### config.mk
export PLATFORM = sky130hd
export DESIGN_NAME = ahbApbBridge
export DESIGN_NICKNAME = d
export VERILOG_FILES = /design/src/verilog/bridgePkg.sv /design/src/verilog/ahbSlaveInterface.sv /design/src/verilog/apbFsmController.sv /design/src/verilog/ahbApbBridge.sv
export VERILOG_INCLUDE_DIRS = /design/src /design/src/verilog
export SDC_FILE = /design/constraint.sdc
export NUM_CORES = 1
export LEC_CHECK = 0
export ABC_AREA = 1
export BUFFER_PORTS_ARGS = -buffer_cell sky130_fd_sc_hd__buf_4
export CAP_MARGIN = 30
export CORE_ASPECT_RATIO = 1.5
export CORE_UTILIZATION = 30
export CTS_CLUSTER_DIAMETER = 40
export DETAILED_ROUTE_END_ITERATION = 12
export MAX_ROUTING_LAYER = met4
export SLEW_MARGIN = 25
export SYNTH_ARGS = -nofsm -noshare
export SYNTH_HDL_FRONTEND = slang
export SYNTH_SLANG_ARGS = --single-unit
### constraint.sdc
create_clock -name Hclk -period 5.6 [get_ports Hclk]
set_clock_uncertainty 0.2 [all_clocks]
set_input_delay 1.12 -clock Hclk [delete_from_list [all_inputs] [get_ports Hclk]]
set_output_delay 1.12 -clock Hclk [all_outputs]
set_load 0.02 [all_outputs]
### src/verilog/bridge_macros.svh
//~~~~~~~~~~~~~~~~~~~~~~~~~~~~~~~~~~~~~~~~~~~~~~~~~~~~~~~~~~~~~~~~~~~~
// Bus widths, number of APB selects and the peripheral address map
// for the AHB-Lite to APB bridge.
//~~~~~~~~~~~~~~~~~~~~~~~~~~~~~~~~~~~~~~~~~~~~~~~~~~~~~~~~~~~~~~~~~~~~

`ifndef BRIDGE_MACROS_SVH
`define BRIDGE_MACROS_SVH

`define ADDR_W 32
`define DATA_W 32
`define NUM_SEL 3

// Three 64 MiB windows.
`define SLV0_BASE 32'h8000_0000
`define SLV1_BASE 32'h8400_0000
`define SLV2_BASE 32'h8800_0000
`define SLV_TOP 32'h8C00_0000

`endif

### src/verilog/bridgePkg.sv
//~~~~~~~~~~~~~~~~~~~~~~~~~~~~~~~~~~~~~~~~~~~~~~~~~~~~~~~~~~~~~~~~~~~~
// Bridge types: AHB transfer type, AHB pipeline bundle and the
// registered APB request.
//~~~~~~~~~~~~~~~~~~~~~~~~~~~~~~~~~~~~~~~~~~~~~~~~~~~~~~~~~~~~~~~~~~~~

`include "bridge_macros.svh"

package bridgePkg;

	typedef enum logic [1:0]
	{
		IDLE   = 2'b00,
		BUSY   = 2'b01,
		NONSEQ = 2'b10,
		SEQ    = 2'b11
	} htrans_t;

	// AHB side, registered and live values.
	typedef struct packed
	{
		logic [`ADDR_W-1:0]  addr1;
		logic [`ADDR_W-1:0]  addr2;
		logic [`DATA_W-1:0]  wdata1;
		logic [`DATA_W-1:0]  wdata2;
		logic                writeReg;
		logic                hwrite;   // Live address phase.
		logic [`ADDR_W-1:0]  haddr;    // Live address phase.
		logic [`NUM_SEL-1:0] sel;      // Decoded from haddr.
	} ahbPipe_t;

	typedef struct packed
	{
		logic [`NUM_SEL-1:0] sel;
		logic [`ADDR_W-1:0]  addr;
		logic [`DATA_W-1:0]  wdata;
		logic                write;
		logic                enable;
	} apbReq_t;

endpackage

### src/verilog/ahbSlaveInterface.sv
//~~~~~~~~~~~~~~~~~~~~~~~~~~~~~~~~~~~~~~~~~~~~~~~~~~~~~~~~~~~~~~~~~~~~
// AHB slave side: address and write data pipeline, transfer valid
// detection and peripheral select decode.
//~~~~~~~~~~~~~~~~~~~~~~~~~~~~~~~~~~~~~~~~~~~~~~~~~~~~~~~~~~~~~~~~~~~~

`include "bridge_macros.svh"

module ahbSlaveInterface
(
	input  logic                 Hclk,
	input  logic                 Hresetn,
	input  logic                 Hreadyin,
	input  logic                 Hwrite,
	input  bridgePkg::htrans_t   Htrans,
	input  logic [`ADDR_W-1:0]   Haddr,
	input  logic [`DATA_W-1:0]   Hwdata,
	output logic                 valid,
	output bridgePkg::ahbPipe_t  pipe
);

	logic [`ADDR_W-1:0]  addr1;
	logic [`ADDR_W-1:0]  addr2;
	logic [`DATA_W-1:0]  wdata1;
	logic [`DATA_W-1:0]  wdata2;
	logic                writeReg;
	logic [`NUM_SEL-1:0] sel;
	logic                active;

	// Two deep, so a held address phase can be paired with its data later.
	always_ff @(posedge Hclk)
	begin
		addr1  <= Haddr;
		addr2  <= addr1;
		wdata1 <= Hwdata;
		wdata2 <= wdata1;
	end

	always_ff @(posedge Hclk)
	begin
		if (!Hresetn)
			writeReg <= 1'b0;
		else
			writeReg <= Hwrite;
	end

	// One window per peripheral.
	always_comb
	begin
		sel = '0;
		if (Haddr >= `SLV0_BASE && Haddr < `SLV1_BASE)
			sel[0] = 1'b1;
		else if (Haddr >= `SLV1_BASE && Haddr < `SLV2_BASE)
			sel[1] = 1'b1;
		else if (Haddr >= `SLV2_BASE && Haddr < `SLV_TOP)
			sel[2] = 1'b1;
	end

	// SEQ is handled like NONSEQ.
	assign active = (Htrans == bridgePkg::NONSEQ) || (Htrans == bridgePkg::SEQ);
	assign valid = Hreadyin && active && (|sel);

	always_comb
	begin
		pipe.addr1    = addr1;
		pipe.addr2    = addr2;
		pipe.wdata1   = wdata1;
		pipe.wdata2   = wdata2;
		pipe.writeReg = writeReg;
		pipe.hwrite   = Hwrite;
		pipe.haddr    = Haddr;
		pipe.sel      = sel;
	end

endmodule

### src/verilog/apbFsmController.sv
//~~~~~~~~~~~~~~~~~~~~~~~~~~~~~~~~~~~~~~~~~~~~~~~~~~~~~~~~~~~~~~~~~~~~
// APB FSM controller: setup and enable phase sequencing, pipelined
// writes, registered APB request and Hreadyout, protocol checks.
//~~~~~~~~~~~~~~~~~~~~~~~~~~~~~~~~~~~~~~~~~~~~~~~~~~~~~~~~~~~~~~~~~~~~

`include "bridge_macros.svh"

module apbFsmController
(
	input  logic                 Hclk,
	input  logic                 Hresetn,
	input  logic                 valid,
	input  bridgePkg::ahbPipe_t  pipe,
	input  logic [`DATA_W-1:0]   Hwdata,
	output bridgePkg::apbReq_t   apb,
	output logic                 Hreadyout
);

	typedef enum logic [2:0]
	{
		Idle     = 3'b000,
		WWait    = 3'b001,
		Read     = 3'b010,
		Write    = 3'b011,
		WriteP   = 3'b100,
		REnable  = 3'b101,
		WEnable  = 3'b110,
		WEnableP = 3'b111
	} fsmState_t;

	fsmState_t state;
	fsmState_t stateNext;
	bridgePkg::apbReq_t apbNext;
	logic readyNext;
	logic [`NUM_SEL-1:0] selHold;

	// Select of the last accepted transfer.
	always_ff @(posedge Hclk)
	begin
		if (valid)
			selHold <= pipe.sel;
	end

	always_comb
	begin
		stateNext = state;
		apbNext   = apb;
		readyNext = Hreadyout;
		case (state)
			Idle, REnable, WEnable:
			begin
				apbNext.sel    = '0;
				apbNext.enable = 1'b0;
				readyNext      = 1'b1;
				if (valid && pipe.hwrite)
					stateNext = WWait;          // Wait for the data phase.
				else if (valid)
				begin
					stateNext     = Read;
					apbNext.sel   = pipe.sel;
					apbNext.addr  = pipe.haddr;
					apbNext.write = 1'b0;
					readyNext     = 1'b0;
				end
				else
					stateNext = Idle;
			end
			WWait:
			begin
				// Write data is live in this cycle.
				apbNext.sel    = selHold;
				apbNext.addr   = pipe.addr1;
				apbNext.wdata  = Hwdata;
				apbNext.write  = 1'b1;
				apbNext.enable = 1'b0;
				readyNext      = 1'b0;
				if (valid)
					stateNext = WriteP;
				else
					stateNext = Write;
			end
			Read:
			begin
				apbNext.enable = 1'b1;
				readyNext      = 1'b1;
				stateNext      = REnable;
			end
			Write:
			begin
				apbNext.enable = 1'b1;
				readyNext      = 1'b1;
				stateNext      = WEnable;
			end
			WriteP:
			begin
				apbNext.enable = 1'b1;
				// A pending read keeps the master stalled.
				readyNext      = pipe.writeReg;
				stateNext      = WEnableP;
			end
			WEnableP:
			begin
				apbNext.sel    = selHold;
				apbNext.addr   = pipe.addr2;
				apbNext.enable = 1'b0;
				readyNext      = 1'b0;
				if (!Hreadyout)
				begin
					// Pending transfer is a read.
					apbNext.write = 1'b0;
					stateNext     = Read;
				end
				else
				begin
					apbNext.write = 1'b1;
					apbNext.wdata = pipe.wdata1;
					if (valid)
						stateNext = WriteP;
					else
						stateNext = Write;
				end
			end
			default:
			begin
				apbNext.sel    = '0;
				apbNext.enable = 1'b0;
				stateNext      = Idle;
			end
		endcase
	end

	always_ff @(posedge Hclk)
	begin
		if (!Hresetn)
		begin
			state      <= Idle;
			apb.sel    <= '0;
			apb.write  <= 1'b0;
			apb.enable <= 1'b0;
			Hreadyout  <= 1'b0;
		end
		else
		begin
			state     <= stateNext;
			apb       <= apbNext;
			Hreadyout <= readyNext;
		end
	end

	// Enable comes right after a setup to the same peripheral and address.
	assert property (@(posedge Hclk) disable iff (!Hresetn)
		apb.enable |-> $past(apb.sel != '0 && !apb.enable) &&
			$stable(apb.sel) && $stable(apb.addr));

	assert property (@(posedge Hclk) disable iff (!Hresetn) $onehot0(apb.sel));

	assert property (@(posedge Hclk) disable iff (!Hresetn) apb.enable |=> !apb.enable);

	// Pipelined write data lines up with the AHB data phase two cycles back.
	assert property (@(posedge Hclk) disable iff (!Hresetn)
		state == WEnableP |-> apb.wdata == pipe.wdata2);

endmodule

### src/verilog/ahbApbBridge.sv
//~~~~~~~~~~~~~~~~~~~~~~~~~~~~~~~~~~~~~~~~~~~~~~~~~~~~~~~~~~~~~~~~~~~~
// AHB-Lite to APB bridge top level.
//~~~~~~~~~~~~~~~~~~~~~~~~~~~~~~~~~~~~~~~~~~~~~~~~~~~~~~~~~~~~~~~~~~~~

`include "bridge_macros.svh"

module ahbApbBridge
(
	input  logic                Hclk,
	input  logic                Hresetn,
	input  logic                Hwrite,
	input  bridgePkg::htrans_t  Htrans,
	input  logic [`ADDR_W-1:0]  Haddr,
	input  logic [`DATA_W-1:0]  Hwdata,
	input  logic [`DATA_W-1:0]  Prdata,
	output logic                Hreadyout,
	output logic [`DATA_W-1:0]  Hrdata,
	output bridgePkg::apbReq_t  apb
);

	logic valid;
	bridgePkg::ahbPipe_t pipe;

	// Only slave on the bus, so its own ready is the bus ready.
	ahbSlaveInterface uSlave
	(
		.Hclk     (Hclk),
		.Hresetn  (Hresetn),
		.Hreadyin (Hreadyout),
		.Hwrite   (Hwrite),
		.Htrans   (Htrans),
		.Haddr    (Haddr),
		.Hwdata   (Hwdata),
		.valid    (valid),
		.pipe     (pipe)
	);

	apbFsmController uCtrl
	(
		.Hclk      (Hclk),
		.Hresetn   (Hresetn),
		.valid     (valid),
		.pipe      (pipe),
		.Hwdata    (Hwdata),
		.apb       (apb),
		.Hreadyout (Hreadyout)
	);

	assign Hrdata = Prdata;

endmodule

==> results.json <==
{
  "wl_met2_um": 6475,
  "cts_tree": "built",
  "crit_required_ns": 5.52,
  "rsz0062_at_grt": "false",
  "clk_pin_slew_ns": 0.07,
  "num_vias": 3755,
  "stdcell_count": 868,
  "hold_viol": 0,
  "final_cell_mix": "140 x nand2_1, 140 x buf_4, 106 x dfxtp_1, 67 x edfxtp_1, 33 x a22oi_1",
  "fin_crit_sh_pct": 59.25,
  "cts_num_sinks": 173,
  "worstMarginPinSlew_ns": 0.6034,
  "clock_latency_ns": 0.42,
  "worst-path-max-fanout": 31,
  "finalSetupViolCount": 0,
  "p_per_area_nw_per_um2": 427.7,
  "synth_seq_cells": 173,
  "num_rows": 61,
  "wl_um": 12770,
  "yosys_warnings": 0,
  "postSynth.topFlopCell": "dfxtp_1",
  "drtPass1Iterations": 4,
  "post_cts_buffers": 0,
  "grt_use_total_pct": 13.62,
  "drtAntennaViolNets": 0,
  "async_flop_share_pct": 0,
  "arrival_ns": 3.24,
  "wl_per_cell_um": 14.72,
  "cts-root-buf": "clkbuf_16",
  "drive_gt1_share_pct": 31.01,
  "htreeDepth": 4,
  "tns_ns": 0,
  "hold_path.class": "reg2reg",
  "cts_inserted_buffers": 17,
  "path_cells": "buf_4 > nor2_4 > nand2_1 > nand2_1 > nand3_1 > nand3_2 > nand3_4 > nand2_1 > nand2_1 > nor2_4 > buf_16",
  "dieWidth_um": 115.2,
  "routed-wl-met3_um": 828,
  "syn_inst": 492,
  "die_h_um": 171.8,
  "ir_worst_vdd_mv": 0.2046,
  "drc": 0,
  "min_period_ns": 3.318,
  "slowest_stage": "nor2_4",
  "start_util_pct": 30.82,
  "ys_seq_area_share_pct": 71.73,
  "via_per_inst": 4.326,
  "stdcell_area_um2": 7495,
  "grt_pass1_vias": 3871,
  "status": "finished, final reports clean",
  "grt_pass1_wl_um": 19530,
  "dp_hpwl_um": 8926,
  "dp_cells": 835,
  "crit_top_cell": "nand2_1",
  "ctsResizeCount": 0,
  "antenna_found_initial": 0,
  "place_congestion": 0.8596,
  "grt_max_degree": 42,
  "worstSetupEndpointType": "flip-flop",
  "synth-edff-count": 67,
  "wl_met1_um": 4964,
  "clock_path_buffers": 2,
  "topRoutingLayerUsed": "met4",
  "area_growth_pct": 30.05,
  "syn_area_um2": 5763,
  "maxCapViolations": 0,
  "final_net_count": 704,
  "p_leak_uw": 0.003202,
  "syn_area_per_cell_um2": 11.71,
  "dieArea_um2": 19780,
  "start_kind": "input pin",
  "place_area_um2": 6847,
  "grt-ovfl-total": 0,
  "core_area_um2": 18700,
  "relSlewSlack_pct": 59.68,
  "max_freq_mhz": 301.4,
  "yosysUniqueCellTypes": 27,
  "io_buffers": 137,
  "ios": 203,
  "finalMaxSlewViolations": 0,
  "cpPeakStageDelay_ns": 0.40,
  "path_class": "in2reg",
  "diodes": 0,
  "dr.first_iter.drc_count": 273,
  "hold_buffers": 0,
  "synth_nets": 593
}
==> final cells by class <==
cell class	instances	area, um^2
repair buffers	142	1106
clock inverters	13	187.7
well taps	252	315.3
clock buffers	19	432.9
fillers	1823	11200
multi-input cells	250	1247
inverters	19	71.32
flip-flops and latches	173	4134
==> flip-flops by register name, summed over array words and instances (netlist names) <==
register	flops
uSlave.wdata1	32
uCtrl.apb	69
uCtrl.selHold	3
uSlave.writeReg	1
uCtrl.Hreadyout	1
uSlave.addr2	32
uSlave.addr1	32
uCtrl.state	3
==> critical path, delay by kind of cell <==
| family | cells | cell delay (ns) |
|---|---|---|
| buffers and inverters | 2 | 0.35 |
| and+or+nand+nor | 9 | 1.74 |
==> routing by layer <==
layer | GRT usage (%) | up-vias
li1 | - | 1848
met1 | 13.99 | 1733
met2 | 23.39 | 129
met3 | 3.629 | 45
met4 | 7.623 | 0
met5 | - | -
==> power breakdown <==
part	switching [uW]	internal [uW]	leakage (uW)	total, uW
sequential	41.2	1440	0.00151	1480
combinational	305	183	0.00139	488
clock	482	752	0.000302	1230
total	828	2380	0.00320	3210
==> logic make-up after synthesis <==
kind of cell	share of synthesized area, %
buffers and inverters	6.882
AOI/OAI and AO/OA	8.511
and+or+nand+nor	12.87
DFF	71.73
==> cell usage after synthesis, types with 4 or more instances <==
master	n	area share (%)
o21ai_0	26	2.3
a22oi_1	33	4.3
o21ai_1	4	0.35
buf_4	32	4.2
nor2_1	13	0.85
buf_2	8	0.69
nand2_1	140	9.1
clkbuf_1	9	0.59
a21oi_1	7	0.61
nand3_1	5	0.43
edfxtp_1	67	35
dfxtp_1	106	37
nand3_2	4	0.69
inv_1	15	0.98
inv_2	4	0.26
==> worst paths after layout <==
path	startpoint	endpoint	slack [ns]	cells after the start
max	Haddr[29]	uCtrl.apb[45]	2.28	11
min	uSlave.addr1[19]	uSlave.addr2[19]	0.15	0
max reg2reg	uCtrl.Hreadyout	uCtrl.apb[45]	3.07	7
min reg2reg	uSlave.addr1[19]	uSlave.addr2[19]	0.15	0
==> through the flow <==
step / setup WS [ns] / hold slack [ns] / utilization [%] / total power [uW]
2_1_floorplan: 1.733 / 0.1316 / - / 1810
3_3_place_gp: 1.604 / 0.1327 / 36.47 / 1972
3_5_place_dp: 1.787 / 0.1367 / 36.61 / 2002
4_1_cts: 2.237 / 0.1503 / 39.93 / 3238
5_1_grt: 1.992 / 0.1552 / 40.08 / 3346
6_report: 2.282 / 0.1485 / 40.08 / 3205
(Power assumes the default switching activity.)
